[config.mk]
export PLATFORM = sky130hd
export DESIGN_NAME = hazard_detector
export DESIGN_NICKNAME = d
export VERILOG_FILES = /design/src/common/hazard_pkg.sv /design/src/hdl/read_demand_decode.sv /design/src/hdl/writer_slot.sv /design/src/hdl/stall_merge.sv /design/src/hdl/hazard_detector.sv
export SDC_FILE = /design/constraint.sdc
export NUM_CORES = 1
export LEC_CHECK = 0
export BUFFER_PORTS_ARGS = -buffer_cell sky130_fd_sc_hd__buf_4
export CAP_MARGIN = 40
export CELL_PAD_IN_SITES_DETAIL_PLACEMENT = 1
export CELL_PAD_IN_SITES_GLOBAL_PLACEMENT = 1
export CORE_MARGIN = 2
export CORE_UTILIZATION = 46
export DETAILED_ROUTE_END_ITERATION = 10
export GPL_ROUTABILITY_DRIVEN = 1
export MAX_ROUTING_LAYER = met4
export PLACE_DENSITY = 0.93
export SLEW_MARGIN = 25
export SYNTH_ARGS = -nofsm -noshare
export SYNTH_HDL_FRONTEND = slang
export SYNTH_HIERARCHICAL = 1
export SYNTH_SLANG_ARGS = --single-unit
[constraint.sdc]
create_clock -name clk -period 2.3 [get_ports clk]
set_clock_uncertainty 0.1 [all_clocks]
set_input_delay 0.115 -clock clk [delete_from_list [all_inputs] [get_ports clk]]
set_output_delay 0.115 -clock clk [all_outputs]
set_load 0.005 [all_outputs]
[src/common/hazard_pkg.sv]
package hazard_pkg;

    typedef logic [3:0] reg_idx_t;

    typedef logic [3:0] csr_idx_t;

    // compressed csr selectors
    localparam csr_idx_t MTVEC   = 4'h1;
    localparam csr_idx_t MEPC    = 4'h2;
    localparam csr_idx_t MCAUSE  = 4'h3;
    localparam csr_idx_t MSTATUS = 4'h4;

    typedef enum logic [2:0] {
        CD_NONE     = 3'b000,
        CD_BRANCHES = 3'b001,
        CD_JALR     = 3'b010,
        CD_ECALL    = 3'b011,
        CD_MRET     = 3'b100
    } cd_ctrl_e;

    typedef enum logic [3:0] {
        WB_NONE   = 4'b0000,
        WB_EXE    = 4'b0001,
        WB_MEM    = 4'b0010,
        WB_IMM    = 4'b0011,
        WB_SNPC   = 4'b0100,
        WB_CSRRW  = 4'b0101,
        WB_CSRRS  = 4'b0110,
        WB_CSRRWI = 4'b0111,
        WB_ECALL  = 4'b1000
    } wb_ctrl_e;

    // EXE, MEM and WB
    localparam int NUM_STAGES_DEFAULT = 3;

    function automatic logic wb_rd_write(wb_ctrl_e wb);
        logic hit;
        hit = (wb == WB_EXE)   || (wb == WB_MEM)   || (wb == WB_IMM) ||
              (wb == WB_SNPC)  || (wb == WB_CSRRW) || (wb == WB_CSRRS) ||
              (wb == WB_CSRRWI);
        return hit;
    endfunction

    function automatic logic wb_csr_write(wb_ctrl_e wb);
        logic hit;
        hit = (wb == WB_CSRRW) || (wb == WB_CSRRS) || (wb == WB_CSRRWI);
        return hit;
    endfunction

    // ecall writes mepc and mcause at wb
    function automatic logic wb_ecall_write(wb_ctrl_e wb);
        logic hit;
        hit = (wb == WB_ECALL);
        return hit;
    endfunction

endpackage

[src/hdl/read_demand_decode.sv]
`timescale 1ns/1ps

module read_demand_decode (
    input  logic                 id_valid,
    input  hazard_pkg::cd_ctrl_e id_cd_ctrl,
    input  hazard_pkg::wb_ctrl_e id_wb_ctrl,
    output logic                 rs1_read,
    output logic                 rs2_read,
    output logic                 mtvec_read,
    output logic                 mepc_read,
    output logic                 rd_write,
    output logic                 csr_write,
    output logic                 ecall_write
);

    import hazard_pkg::*;

    always_comb begin
        rs1_read   = 1'b0;
        rs2_read   = 1'b0;
        mtvec_read = 1'b0;
        mepc_read  = 1'b0;
        if (id_valid) begin
            case (id_cd_ctrl)
                CD_BRANCHES: begin
                    rs1_read = 1'b1;
                    rs2_read = 1'b1;
                end
                CD_JALR: begin
                    rs1_read = 1'b1;   // target base only
                end
                CD_ECALL: begin
                    mtvec_read = 1'b1; // trap vector
                end
                CD_MRET: begin
                    mepc_read = 1'b1;
                end
                default: begin
                    rs1_read   = 1'b0;
                    rs2_read   = 1'b0;
                    mtvec_read = 1'b0;
                    mepc_read  = 1'b0;
                end
            endcase
        end
    end

    // write intents, qualified later at issue
    always_comb begin
        rd_write    = wb_rd_write(id_wb_ctrl);
        csr_write   = wb_csr_write(id_wb_ctrl);
        ecall_write = wb_ecall_write(id_wb_ctrl);
    end

endmodule

[src/hdl/writer_slot.sv]
`timescale 1ns/1ps

module writer_slot (
    input  logic                 clk,
    input  logic                 rst_n,
    input  logic                 in_rd_write,
    input  logic                 in_csr_write,
    input  logic                 in_ecall_write,
    input  hazard_pkg::reg_idx_t in_rd,
    input  hazard_pkg::csr_idx_t in_csr,
    input  logic                 rs1_read,
    input  logic                 rs2_read,
    input  logic                 mtvec_read,
    input  logic                 mepc_read,
    input  hazard_pkg::reg_idx_t id_rs1,
    input  hazard_pkg::reg_idx_t id_rs2,
    input  hazard_pkg::csr_idx_t id_csr,
    output logic                 rd_write,
    output logic                 csr_write,
    output logic                 ecall_write,
    output hazard_pkg::reg_idx_t rd,
    output hazard_pkg::csr_idx_t csr,
    output logic                 conflict
);

    import hazard_pkg::*;

    logic rs1_hit;
    logic rs2_hit;
    logic csr_hit;
    logic ecall_hit;

    always_ff @(posedge clk or negedge rst_n) begin
        if (!rst_n) begin
            rd_write    <= 1'b0;
            csr_write   <= 1'b0;
            ecall_write <= 1'b0;
            rd          <= '0;
            csr         <= '0;
        end else begin
            rd_write    <= in_rd_write;
            csr_write   <= in_csr_write;
            ecall_write <= in_ecall_write;
            rd          <= in_rd;
            csr         <= in_csr;
        end
    end

    // ecall and mret read fixed csrs
    always_comb begin
        rs1_hit   = rs1_read && rd_write && (rd == id_rs1);
        rs2_hit   = rs2_read && rd_write && (rd == id_rs2);
        csr_hit   = (mtvec_read && csr_write && (csr == MTVEC)) ||
                    (mepc_read && csr_write && (csr == MEPC));
        ecall_hit = mepc_read && ecall_write;   // ecall rewrites mepc
        conflict  = rs1_hit || rs2_hit || csr_hit || ecall_hit;
    end

endmodule

[src/hdl/stall_merge.sv]
`timescale 1ns/1ps

module stall_merge #(
    parameter int NUM_STAGES = 3
) (
    input  logic [NUM_STAGES-1:0] conflict_vec,
    input  logic                  id_valid,
    input  logic                  rd_write,
    input  logic                  csr_write,
    input  logic                  ecall_write,
    input  hazard_pkg::reg_idx_t  id_rd,
    input  hazard_pkg::csr_idx_t  id_csr,
    output logic                  id_ready,
    output logic                  issue_rd_write,
    output logic                  issue_csr_write,
    output logic                  issue_ecall_write,
    output hazard_pkg::reg_idx_t  issue_rd,
    output hazard_pkg::csr_idx_t  issue_csr
);

    logic issue;

    // demands are zero without id_valid, so ready stays high then
    assign id_ready = ~|conflict_vec;
    assign issue    = id_valid && id_ready;

    always_comb begin
        if (issue) begin
            issue_rd_write    = rd_write;
            issue_csr_write   = csr_write;
            issue_ecall_write = ecall_write;
            issue_rd          = id_rd;
            issue_csr         = id_csr;
        end else begin
            issue_rd_write    = 1'b0;   // bubble
            issue_csr_write   = 1'b0;
            issue_ecall_write = 1'b0;
            issue_rd          = '0;
            issue_csr         = '0;
        end
    end

endmodule

[src/hdl/hazard_detector.sv]
`timescale 1ns/1ps

module hazard_detector #(
    parameter int NUM_STAGES = hazard_pkg::NUM_STAGES_DEFAULT
) (
    input  logic                 clk,
    input  logic                 rst_n,
    input  logic                 id_valid,
    input  hazard_pkg::cd_ctrl_e id_cd_ctrl,
    input  hazard_pkg::wb_ctrl_e id_wb_ctrl,
    input  hazard_pkg::reg_idx_t id_rd,
    input  hazard_pkg::reg_idx_t id_rs1,
    input  hazard_pkg::reg_idx_t id_rs2,
    input  hazard_pkg::csr_idx_t id_csr,
    output logic                 id_ready
);

    import hazard_pkg::*;

    logic rs1_read;
    logic rs2_read;
    logic mtvec_read;
    logic mepc_read;
    logic rd_write;
    logic csr_write;
    logic ecall_write;

    // entry 0 is the issue record, entry k+1 the output of slot k
    logic     chain_rd_write    [0:NUM_STAGES];
    logic     chain_csr_write   [0:NUM_STAGES];
    logic     chain_ecall_write [0:NUM_STAGES];
    reg_idx_t chain_rd          [0:NUM_STAGES];
    csr_idx_t chain_csr         [0:NUM_STAGES];

    logic [NUM_STAGES-1:0] conflict_vec;

    read_demand_decode u_decode (
        .id_valid    (id_valid),
        .id_cd_ctrl  (id_cd_ctrl),
        .id_wb_ctrl  (id_wb_ctrl),
        .rs1_read    (rs1_read),
        .rs2_read    (rs2_read),
        .mtvec_read  (mtvec_read),
        .mepc_read   (mepc_read),
        .rd_write    (rd_write),
        .csr_write   (csr_write),
        .ecall_write (ecall_write)
    );

    genvar k;
    generate
        for (k = 0; k < NUM_STAGES; k++) begin : g_slot
            writer_slot u_slot (
                .clk            (clk),
                .rst_n          (rst_n),
                .in_rd_write    (chain_rd_write[k]),
                .in_csr_write   (chain_csr_write[k]),
                .in_ecall_write (chain_ecall_write[k]),
                .in_rd          (chain_rd[k]),
                .in_csr         (chain_csr[k]),
                .rs1_read       (rs1_read),
                .rs2_read       (rs2_read),
                .mtvec_read     (mtvec_read),
                .mepc_read      (mepc_read),
                .id_rs1         (id_rs1),
                .id_rs2         (id_rs2),
                .id_csr         (id_csr),
                .rd_write       (chain_rd_write[k+1]),
                .csr_write      (chain_csr_write[k+1]),
                .ecall_write    (chain_ecall_write[k+1]),
                .rd             (chain_rd[k+1]),
                .csr            (chain_csr[k+1]),
                .conflict       (conflict_vec[k])
            );
        end
    endgenerate

    stall_merge #(
        .NUM_STAGES (NUM_STAGES)
    ) u_merge (
        .conflict_vec      (conflict_vec),
        .id_valid          (id_valid),
        .rd_write          (rd_write),
        .csr_write         (csr_write),
        .ecall_write       (ecall_write),
        .id_rd             (id_rd),
        .id_csr            (id_csr),
        .id_ready          (id_ready),
        .issue_rd_write    (chain_rd_write[0]),
        .issue_csr_write   (chain_csr_write[0]),
        .issue_ecall_write (chain_ecall_write[0]),
        .issue_rd          (chain_rd[0]),
        .issue_csr         (chain_csr[0])
    );

endmodule

### Yosys cells after proc, flatten, opt, wreduce, memory -nomap -nowiden

Index checks and enable logic that the tools add are counted.

* mux-type cells: 13
* eq/ne operators: 24
* reductions and logical operators: 51

Operator list (number)
* logical AND 1 bit: 28
* == test 4 bit: 6
* == test 4 x 2 -> 1 bit, second input constant: 5
* logical OR 1 bit: 20
* == test 4 x 1 -> 1 bit, second input constant: 4
* == test 4 x 3 -> 1 bit, second input constant: 4
* two-way mux 1 bit: 11
* two-way mux 4 bit: 2
* == test 3 x 2 -> 1 bit, second input constant: 2
* == test 4 bit, second input constant: 1
* == test 3 x 1 -> 1 bit, second input constant: 1
* == test 3 bit, second input constant: 1
* OR reduction 3 bit: 1
* OR reduction 2 bit: 1
* zero test 1 bit: 1

* register bits: 33
* input bits: 26

### Depth between registers and ports, before layout

Gate-level depths: netlist (run 1).

* depth after elaboration: 13
* mapped depth: 8
* mapped depth without buffers: 7

### Cells and area by module

The synthesis (run 1) kept the hierarchy.

By module, submodules not included
* writer_slot: seq. area each 275.3 sq um, cells an instance 29, instances 3, area each 415.4 sq um
* stall_merge: seq. area each 0.0 sq um, cells an instance 14, instances 1, area each 96.3 sq um
* read_demand_decode: seq. area each 0.0 sq um, cells an instance 10, instances 1, area each 83.8 sq um

### Worst setup path after synthesis (run 1)

Ideal clock, no wire load.

* path type: flip-flop to flip-flop
* start: register g_slot[1].u_slot.rd[2]
* end: register g_slot[0].u_slot.csr_write
* cell stages (with the launch flop): 8
* path buffers: 1
* clock period less this slack: 1506 ps
* arrival: 1341 ps
* data required time: 2134 ps
* path slack: 794 ps
* setup time: 66 ps
* cell sequence: dfrtp_1 > xor2_1 > nor3_1 > nand4_1 > nand3_2 > nor4b_2 > buf_4 > and2_1

RTL lines
* start, declared: line writer_slot.sv:21 `output hazard_pkg::reg_idx_t rd,`
* start signal, assigned: line writer_slot.sv:44 `rd <= in_rd;`
* end signal, assigned: line writer_slot.sv:42 `csr_write <= in_csr_write;`
* end, declared: line writer_slot.sv:19 `output logic csr_write,`

### Worst setup path after layout (run 1)

* start: register g_slot[1].u_slot.rd[2]
* end: output port id_ready

* word-level cells in the longest chain between the ends: 7
* elaborated cells between the ends (all ways): 9

RTL lines
* == test 4 bit, on equally long branches: line writer_slot.sv:51, writer_slot.sv:52
* logical AND 1 bit, on equally long branches: line writer_slot.sv:51, writer_slot.sv:52
* logical OR 1 bit * (3 in series): line writer_slot.sv:56 `conflict = rs1_hit || rs2_hit || csr_hit || ecall_hit;`
* net conflict_vec[1]: line hazard_detector.sv:35 `logic [NUM_STAGES-1:0] conflict_vec;`
* OR reduction 3 bit *: line stall_merge.sv:24 `assign id_ready = ~|conflict_vec;`
* zero test 1 bit *: line stall_merge.sv:24
* end, declared: line hazard_detector.sv:15 `output logic id_ready`

Mark *: on every way through the listed nets, which the timed path passes. The rest lies on a longest branch.

==> impl_summary.txt, run 1 <==
----------------------------------------------------
[Yosys]
  Post-synthesis sequential area ratio ... between 50 and 60%
  Largest area contributor in the synthesized netlist ... sky130_fd_sc_hd__dfrtp_1
  Number of distinct library cell variants in the gate-level netlist after synthesis ... 18
  Top cell type's share of synthesized area ... 57.9%
  Number of flip-flops and latches in the synthesized netlist ... 33
  Top post-synthesis cells by count ... 33 x sky130_fd_sc_hd__dfrtp_1, 18 x sky130_fd_sc_hd__xor2_1, 12 x sky130_fd_sc_hd__and2_1
  Synth Flop Type ... sky130_fd_sc_hd__dfrtp_1
  Synthesized area per cell ... around 13 um2
  Cell Area, Synth ... about 0.0014 mm2
  Cell with the most instances after synthesis ... sky130_fd_sc_hd__dfrtp_1
  Number of enable-type register cells in the synthesized netlist ... 0
  Synthesized instance count ... roughly 110
  Count of warnings emitted by yosys ... 6
  Asr flop ratio synth ... 100%
  Syn Nets ... around 140
  Area contributors post-synth ... sky130_fd_sc_hd__dfrtp_1 58%, sky130_fd_sc_hd__xor2_1 11%, sky130_fd_sc_hd__and2_1 5.3%, sky130_fd_sc_hd__xnor2_1 4.3%, sky130_fd_sc_hd__nand3b_1 3.2%

[Detailed routing]
  WL/cell ... approximately 17 um
  Routed wire length ... between 3000 and 4000 um
  Remaining DRCs ... 0
  Number of search-and-repair iterations in the first detailed-routing pass ... 4
  Detail Route Antenna Nets ... 0
  DR vias ... a little under 1000
  1st-iter DRT viols ... 23
  Detail-routed via count per cell ... between 5 and 6

[Clock tree]
  Sink Count ... 33
  Clock tree buffer depth ... 2
  Gates resized, CTS repair ... 0
  Number of H-tree levels ... 2
  Cell chosen for the clock root ... sky130_fd_sc_hd__clkbuf_4
  CTS clock-pin slew for the worst setup and hold paths ... about 0.1 ns
  Number of buffers created by CTS ... 5
  Source-to-sink clock delay at the later pin of the worst-skew pair ... approximately 0.33 ns
  TritonCTS clock tree ... built

[STA]
  Fin. max-slew vios ... 0
  Slew at the pin closest to its max-slew limit ... slightly above 0.4 ns
  RSZ-0062 raised after global routing ... no
  Final cycle utilization of the critical path ... approximately 83%
  Final worst setup slack ... 0.400 ns
  Rel. slew slack ... between 70% and 80%
  Fin crit period ... around 1.9 ns
  Final setup TNS ... 0 ns
  Max Clk Rate ... about 530 MHz
  Hold Fails Final Rpt ... 0
  # setup viols final ... 0

[Placement]
  Detail Placement HPWL ... 2230 um
  IO Port Bufs ... 26
  Worst setup slack after placement ... slightly above 0.5 ns
  Gp weighted congestion ... a little under 0.9

[Critical path]
  Delay of the slowest critical-path stage ... 0.44 ns
  Category of the worst setup path launch point ... flop
  Type of the worst setup path ... flop to output port
  Largest fanout on the critical path ... 3
  Cell type of the slowest stage on the worst timing path ... sky130_fd_sc_hd__dfrtp_1
  Library cell appearing most often on the critical path ... sky130_fd_sc_hd__nor3_1
  Arrival time of data at the critical path endpoint ... between 1.5 and 2 ns
  Endpoint type of the worst setup path ... output port
  Data required time of the worst path ... between 2 and 2.5 ns
  Crit-path cells ... xor2_1 > nor3_1 > nand4_1 > nand3_2 > nor3_1 > buf_4

[Layout]
  Multi-input gate area ... ~590 um2
  Number of diodes ... 0
  Fraction of layout cells with a size suffix above 1 ... 29.0%
  Filler cells ... 315
  Sequential standard cell area ... 826 um2
  NumNets Final ... 180
  Synthesis-to-finish area growth ... 29.6%

[Global routing]
  Wire length of the first global-routing pass ... roughly 5600 um
  Overall global routing resource usage ... a little under a quarter
  Leftover overflow at the end of global routing ... 0
  Met1 Resource Use GR ... a little over a quarter
  Pin count of the biggest net entering global routing ... 34
  Met2 track demand over resource in global routing ... between 30% and 40%
  Antenna violations before repair ... 0
  Busiest layer in global routing ... met2
  Via count of the first global-routing pass ... ~1200
  Met3 GRT Util ... 6.93%

[Floorplanning]
  Width of the die ... between 50 and 60 um
  Die extent in y ... 59.7 um
  Starting Density ... between 40% and 50%
  Core ar. ... approximately 0.003 mm2
  Total die area ... 0.00356 mm2
  Number of placed I/O pins ... 27
  Row cnt ... 20

[Power]
  Max rail drop VDD ... between 0.4 and 0.5 mV
  Power per standard cell area ... 660 mW/mm2
  Total power ... between 1 and 1.5 mW
  Leakage power total ... about 0.87 nW

[Run]
  Reported max-cap violation count ... 0

[Outcome]
  Status ... complete, no violations

[Hold path]
  Type of the tightest min-delay check ... input port to flop

----------------------------------------------------
## report_power, final
| part | leakage, nW | total (mW) | internal [mW] | switching (mW) |
|---|---|---|---|---|
| sequential | 0.431 | 0.632 | 0.609 | 0.0232 |
| clock | 0.0455 | 0.448 | 0.260 | 0.189 |
| combinational | 0.397 | 0.140 | 0.0776 | 0.0622 |
## routing by layer
layer / vias to the layer above / share of wire (%)
li1: 470 / -
met1: 495 / 41
met2: 26 / 54
met3: 2 / 3.4
met4: 0 / 0.84
met5: - / 0
## path summary, 6_finish.rpt
check | slack [ns] | endpoint | start | depth (start not counted)
worst max-delay path | 0.40 | id_ready | g_slot[1].u_slot/rd[2] | 6
worst min-delay path | 0.06 | g_slot[0].u_slot/rd_write | id_wb_ctrl[2] | 4
worst max register to register | 0.55 | g_slot[0].u_slot/ecall_write | g_slot[1].u_slot/rd[3] | 7
worst min register to register | 0.28 | g_slot[2].u_slot/csr_write | g_slot[1].u_slot/csr_write | 0
max in group asynchronous | 1.65 | g_slot[1].u_slot/rd[3] | rst_n | 2
min in group asynchronous | 0.15 | g_slot[2].u_slot/csr[3] | rst_n | 2
## metrics by stage
stage          instances  hold WS [ns]  util (%)  area [um2]
6_report             188        0.0560      61.5        1850
5_1_grt              188        0.0732      61.5        1850
4_1_cts              188        0.0177      61.5        1850
3_5_place_dp         170       -0.0251      55.4        1660
3_3_place_gp         170       -0.0398      55.4        1660
2_1_floorplan        111        -0.281         -        1430
## state kept, by name, indices dropped and copies added (netlist names)
name                       count
g_slot.u_slot/rd              12
g_slot.u_slot/csr             12
g_slot.u_slot/ecall_write      3
g_slot.u_slot/rd_write         3
g_slot.u_slot/csr_write        3
## cell usage in the layout (no fill, tap or decap)
cell and n:
sky130_fd_sc_hd__nand3_2 3, sky130_fd_sc_hd__xor2_1 18, sky130_fd_sc_hd__nand4_1 6, sky130_fd_sc_hd__and2_1 12, sky130_fd_sc_hd__nor3b_1 1, sky130_fd_sc_hd__nor3b_2 1
sky130_fd_sc_hd__clkbuf_8 1, sky130_fd_sc_hd__buf_4 27, sky130_fd_sc_hd__clkbuf_1 1, sky130_fd_sc_hd__and4b_2 1, sky130_fd_sc_hd__and4bb_2 2, sky130_fd_sc_hd__nor4b_2 1
sky130_fd_sc_hd__nand3b_1 6, sky130_fd_sc_hd__clkbuf_4 5, sky130_fd_sc_hd__nor3_1 8, sky130_fd_sc_hd__dlygate4sd3_1 10, sky130_fd_sc_hd__xnor2_1 7, sky130_fd_sc_hd__a21oi_2 3
sky130_fd_sc_hd__or3b_1 3, sky130_fd_sc_hd__nor2_1 2, sky130_fd_sc_hd__a21oi_1 3, sky130_fd_sc_hd__dfrtp_1 33, sky130_fd_sc_hd__bufinv_16 1
## what timing repair did
| action | CTS | global route |
|---|---|---|
| hold endpoints to repair | 43 | 0 |
| setup buffers | 0 | 0 |
| hold buffers | 10 | 0 |
## cells by family (layout without fill, tap and decap cells)
kind of cell,count (synthesis),count (layout),share of synthesized area [%]
flops,33,33,57.9
buf+inv,1,45,0.527
simple gates,46,46,23.3
compound gates,6,6,2.89
xor+xnor,25,25,15.4
## layout make-up
class,instances,area share [%]
Tap cell,33,2.23
Clock buffer,7,2.98
Timing Repair Buffer,37,16.4
Multi-Input combinational cell,77,32.1
Clock inverter,1,1.62
Sequential cell,33,44.7
## worst max-delay path, delay by kind of cell, from the launching register on
family	cells	cell delay (ns)
simple gates	4	0.61
flops	1	0.44
buf+inv	1	0.13
xor+xnor	1	0.18
Note: power is estimated with default switching activity, not from simulation.
==> run 2: changes to the inputs <==
CORE_UTILIZATION = 39   (was 46)
PLACE_DENSITY = 0.85   (was 0.93)
clock period = 1.67 ns   (was 2.3 ns; I/O delays follow)
==> run 2 against run 1 <==
- the flow now finishes with violations (setup timing)
- die area up 17%
- sequential power up 38%
- first-iteration DRC count up 30%
- sequential cell count unchanged
- largest power group unchanged
- highest routed layer unchanged
==> impl_summary.txt, run 2 (synthesized netlist as in run 1, its figures left out) <==
----------------------------------------------------
[Detailed routing]
  Detail Route Antenna Nets ... 0 (unchanged)
  Remaining DRCs ... 0 (unchanged)
  DR vias ... 1003 (+1.0%)
  1st-iter DRT viols ... 30 (+30%)
  WL/cell ... 15.0 um (-13%)
  Detail-routed via count per cell ... 4.94 (-6.5%)
  Routed wire length ... 3040 um (-5.6%)
  Number of search-and-repair iterations in the first detailed-routing pass ... 4 (unchanged)

[Clock tree]
  Number of H-tree levels ... 2 (unchanged)
  TritonCTS clock tree ... built
  Source-to-sink clock delay at the later pin of the worst-skew pair ... 0.34 ns (about the same)
  Cell chosen for the clock root ... sky130_fd_sc_hd__clkbuf_4
  Sink Count ... 33 (unchanged)
  CTS clock-pin slew for the worst setup and hold paths ... 0.09 ns (about the same)
  Number of buffers created by CTS ... 5 (unchanged)
  Clock tree buffer depth ... 2 (unchanged)

[STA]
  RSZ-0062 raised after global routing ... yes
  Final setup TNS ... -0.934 ns (-0.934 ns)
  Fin. max-slew vios ... 0 (unchanged)
  Hold Fails Final Rpt ... 0 (unchanged)
  Rel. slew slack ... 73.4% (+1.0 points)
  Worst Hold Slack ... 0.0487 ns (-0.00729 ns)
  Final cycle utilization of the critical path ... 110%
  Final worst setup slack ... -0.174 ns (-0.574 ns)
  Slew at the pin closest to its max-slew limit ... 0.399 ns (-0.0151 ns)
  # setup viols final ... 12 (+12)
  Max Clk Rate ... approximately 540 MHz
  Fin crit period ... 1.84 ns

[Critical path]
  FF-to-FF Start ... g_slot[1].u_slot/rd[3]
  Arrival time of data at the critical path endpoint ... 1.66 ns (-0.03 ns)
  Largest fanout on the critical path ... 3 (unchanged)
  Delay of the slowest critical-path stage ... 0.44 ns (about the same)
  Category of the worst setup path launch point ... flop
  Reg-to-Reg End ... g_slot[0].u_slot/ecall_write
  Crit-path cells ... xor2_1 > nor3_1 > nand4_1 > nand3_2 > nor3_2 > buf_4
  Reg-to-reg setup timing slack ... -0.09 ns (-0.64 ns)
  Endpoint type of the worst setup path ... output port
  Cell type of the slowest stage on the worst timing path ... sky130_fd_sc_hd__dfrtp_1
  Data required time of the worst path ... 1.49 ns (-0.60 ns)
  Worst Reg2Reg Path Length in Cells ... 7 (unchanged)
  Type of the worst setup path ... flop to output port

[Power]
  Power per standard cell area ... 795 mW/mm2 (+21%)
  Max rail drop VDD ... 0.427 mV (-11%)
  Leakage power total ... 0.872 nW (-0.16%)

[Hold path]
  Start point of the worst min-delay path ... id_wb_ctrl[2]
  Worst-case hold path end point ... g_slot[0].u_slot/csr_write
  Type of the tightest min-delay check ... input port to flop
  Number of stages on the worst hold path ... 3 (-1)

[Placement]
  IO Port Bufs ... 26 (unchanged)
  Number of instances in the placed design ... 183 (+7.6%)
  Worst setup slack after placement ... -0.106 ns (-0.624 ns)
  Detail Placement HPWL ... 2310 um (+3.5%)
  Gp weighted congestion ... 0.869 (-2.3%)

[Global routing]
  Wire length of the first global-routing pass ... 5180 um (-7.6%)
  Via count of the first global-routing pass ... 1103 (-7.0%)
  Pin count of the biggest net entering global routing ... 34 (unchanged)
  Antenna violations before repair ... 0 (unchanged)
  Overall global routing resource usage ... 17.7% (-5.4 points)
  Leftover overflow at the end of global routing ... 0 (unchanged)

[Layout]
  Fraction of layout cells with a size suffix above 1 ... 33.1% (+4.1 points)
  Most common cell after layout, fill and taps aside ... sky130_fd_sc_hd__dfrtp_1
  Core Util, Final ... 54.9% (-6.6 points)
  Biggest registers after layout ... g_slot.u_slot/csr x12, g_slot.u_slot/rd x12
  NumNets Final ... 182 (+1.1%)
  Number of diodes ... 0 (unchanged)
  Commonest non-fill, non-tap cells in the layout ... 32 x sky130_fd_sc_hd__dfrtp_1, 28 x sky130_fd_sc_hd__buf_4, 17 x sky130_fd_sc_hd__xor2_1
  Synthesis-to-finish area growth ... 31.6%
  Filler cells ... 366 (+16%)
  Sequential standard cell area ... 827 um2 (+0.15%)
  Multi-input gate area ... 621 um2 (+4.6%)
  Final cell count without fillers ... 203 (+8.0%)

[Outcome]
  Status ... complete, but fails checks
  Failing checks ... setup timing

[Floorplanning]
  Core ar. ... 0.00342 mm2 (+14%)
  Number of placed I/O pins ... 27 (unchanged)
  Total die area ... 0.00416 mm2 (+17%)
  Width of the die ... 64.5 um (+8.0%)
  Die extent in y ... 64.5 um (+8.0%)
  Starting Density ... 41.8% (-5.7 points)
  Row cnt ... 21 (+5.0%)

[Run]
  Reported max-cap violation count ... 0 (unchanged)

----------------------------------------------------
-- run 2: changes by cell type in the layout (fill, tap and decap cells not counted) --
cell / change
sky130_fd_sc_hd__buf_4: +1
sky130_fd_sc_hd__dlygate4sd3_1: +1
sky130_fd_sc_hd__dfrtp_2: +1
sky130_fd_sc_hd__xor2_1: -1
sky130_fd_sc_hd__clkinv_2: +2
sky130_fd_sc_hd__dfrtp_1: -1
sky130_fd_sc_hd__nor3_2: +4
sky130_fd_sc_hd__xor2_2: +1
sky130_fd_sc_hd__clkbuf_8: -1
sky130_fd_sc_hd__nor3_1: -4
sky130_fd_sc_hd__bufinv_16: -1
-- run 2: cell type report --
type                    count  share of cell area (%)
flip-flops and latches     33                    44.1
multi-input cells          77                    33.1
repair buffers             39                    17.1
well taps                  46                    3.07
clock buffers               6                    2.20
clock inverters             2                   0.533
-- run 2: timing repair --
| action | in CTS | in global routing |
|---|---|---|
| hold buffers | 11 | 0 |
| hold endpoints to repair | 43 | 0 |
| gates cloned | 0 | 0 |
| pin swaps | 4 | 4 |
| endpoints found under the setup margin | 12 | 12 |
| setup buffers | 0 | 1 |
| resized for setup | 2 | 4 |
-- run 2: worst max path at each step --
stage,start,end,depth (start not counted)
floorplan,g_slot[1].u_slot/rd[2],g_slot[0].u_slot/csr_write,7
global placement,id_cd_ctrl[2],g_slot[0].u_slot/csr[0],9
detailed placement,g_slot[1].u_slot/rd[0],g_slot[0].u_slot/ecall_write,7
CTS,g_slot[1].u_slot/rd[3],id_ready,6
global route,g_slot[0].u_slot/rd[0],id_ready,6
finish,g_slot[0].u_slot/rd[0],id_ready,6
-- run 2: per-layer routing --
metal  GRT usage [%]  part of all wire (%)  vias to the layer above
met5               -                     0                        -
met4            7.18                   2.2                        0
met3            5.38                   4.0                        6
met2            31.1                    55                       24
met1            18.6                    39                      499
li1                -                     -                      474
-- run 2: critical path, delay by kind of cell (launching register included) --
kind          cells  cell delay, ns
xor+xnor          1            0.18
flops             1            0.44
buf+inv           1            0.13
simple gates      4            0.59
-- run 2: report_power, final --
part,switching [mW],internal (mW)
Sequential,0.0307,0.839
Combinational,0.0876,0.113
Clock,0.263,0.160
-- run 2: through the flow --
step	instance area (um2)	power, mW
after floorplan	1430	0.955
after global placement	1680	1.05
after detailed placement	1680	1.06
after CTS	1850	1.51
after global routing	1880	1.58
final	1880	1.49
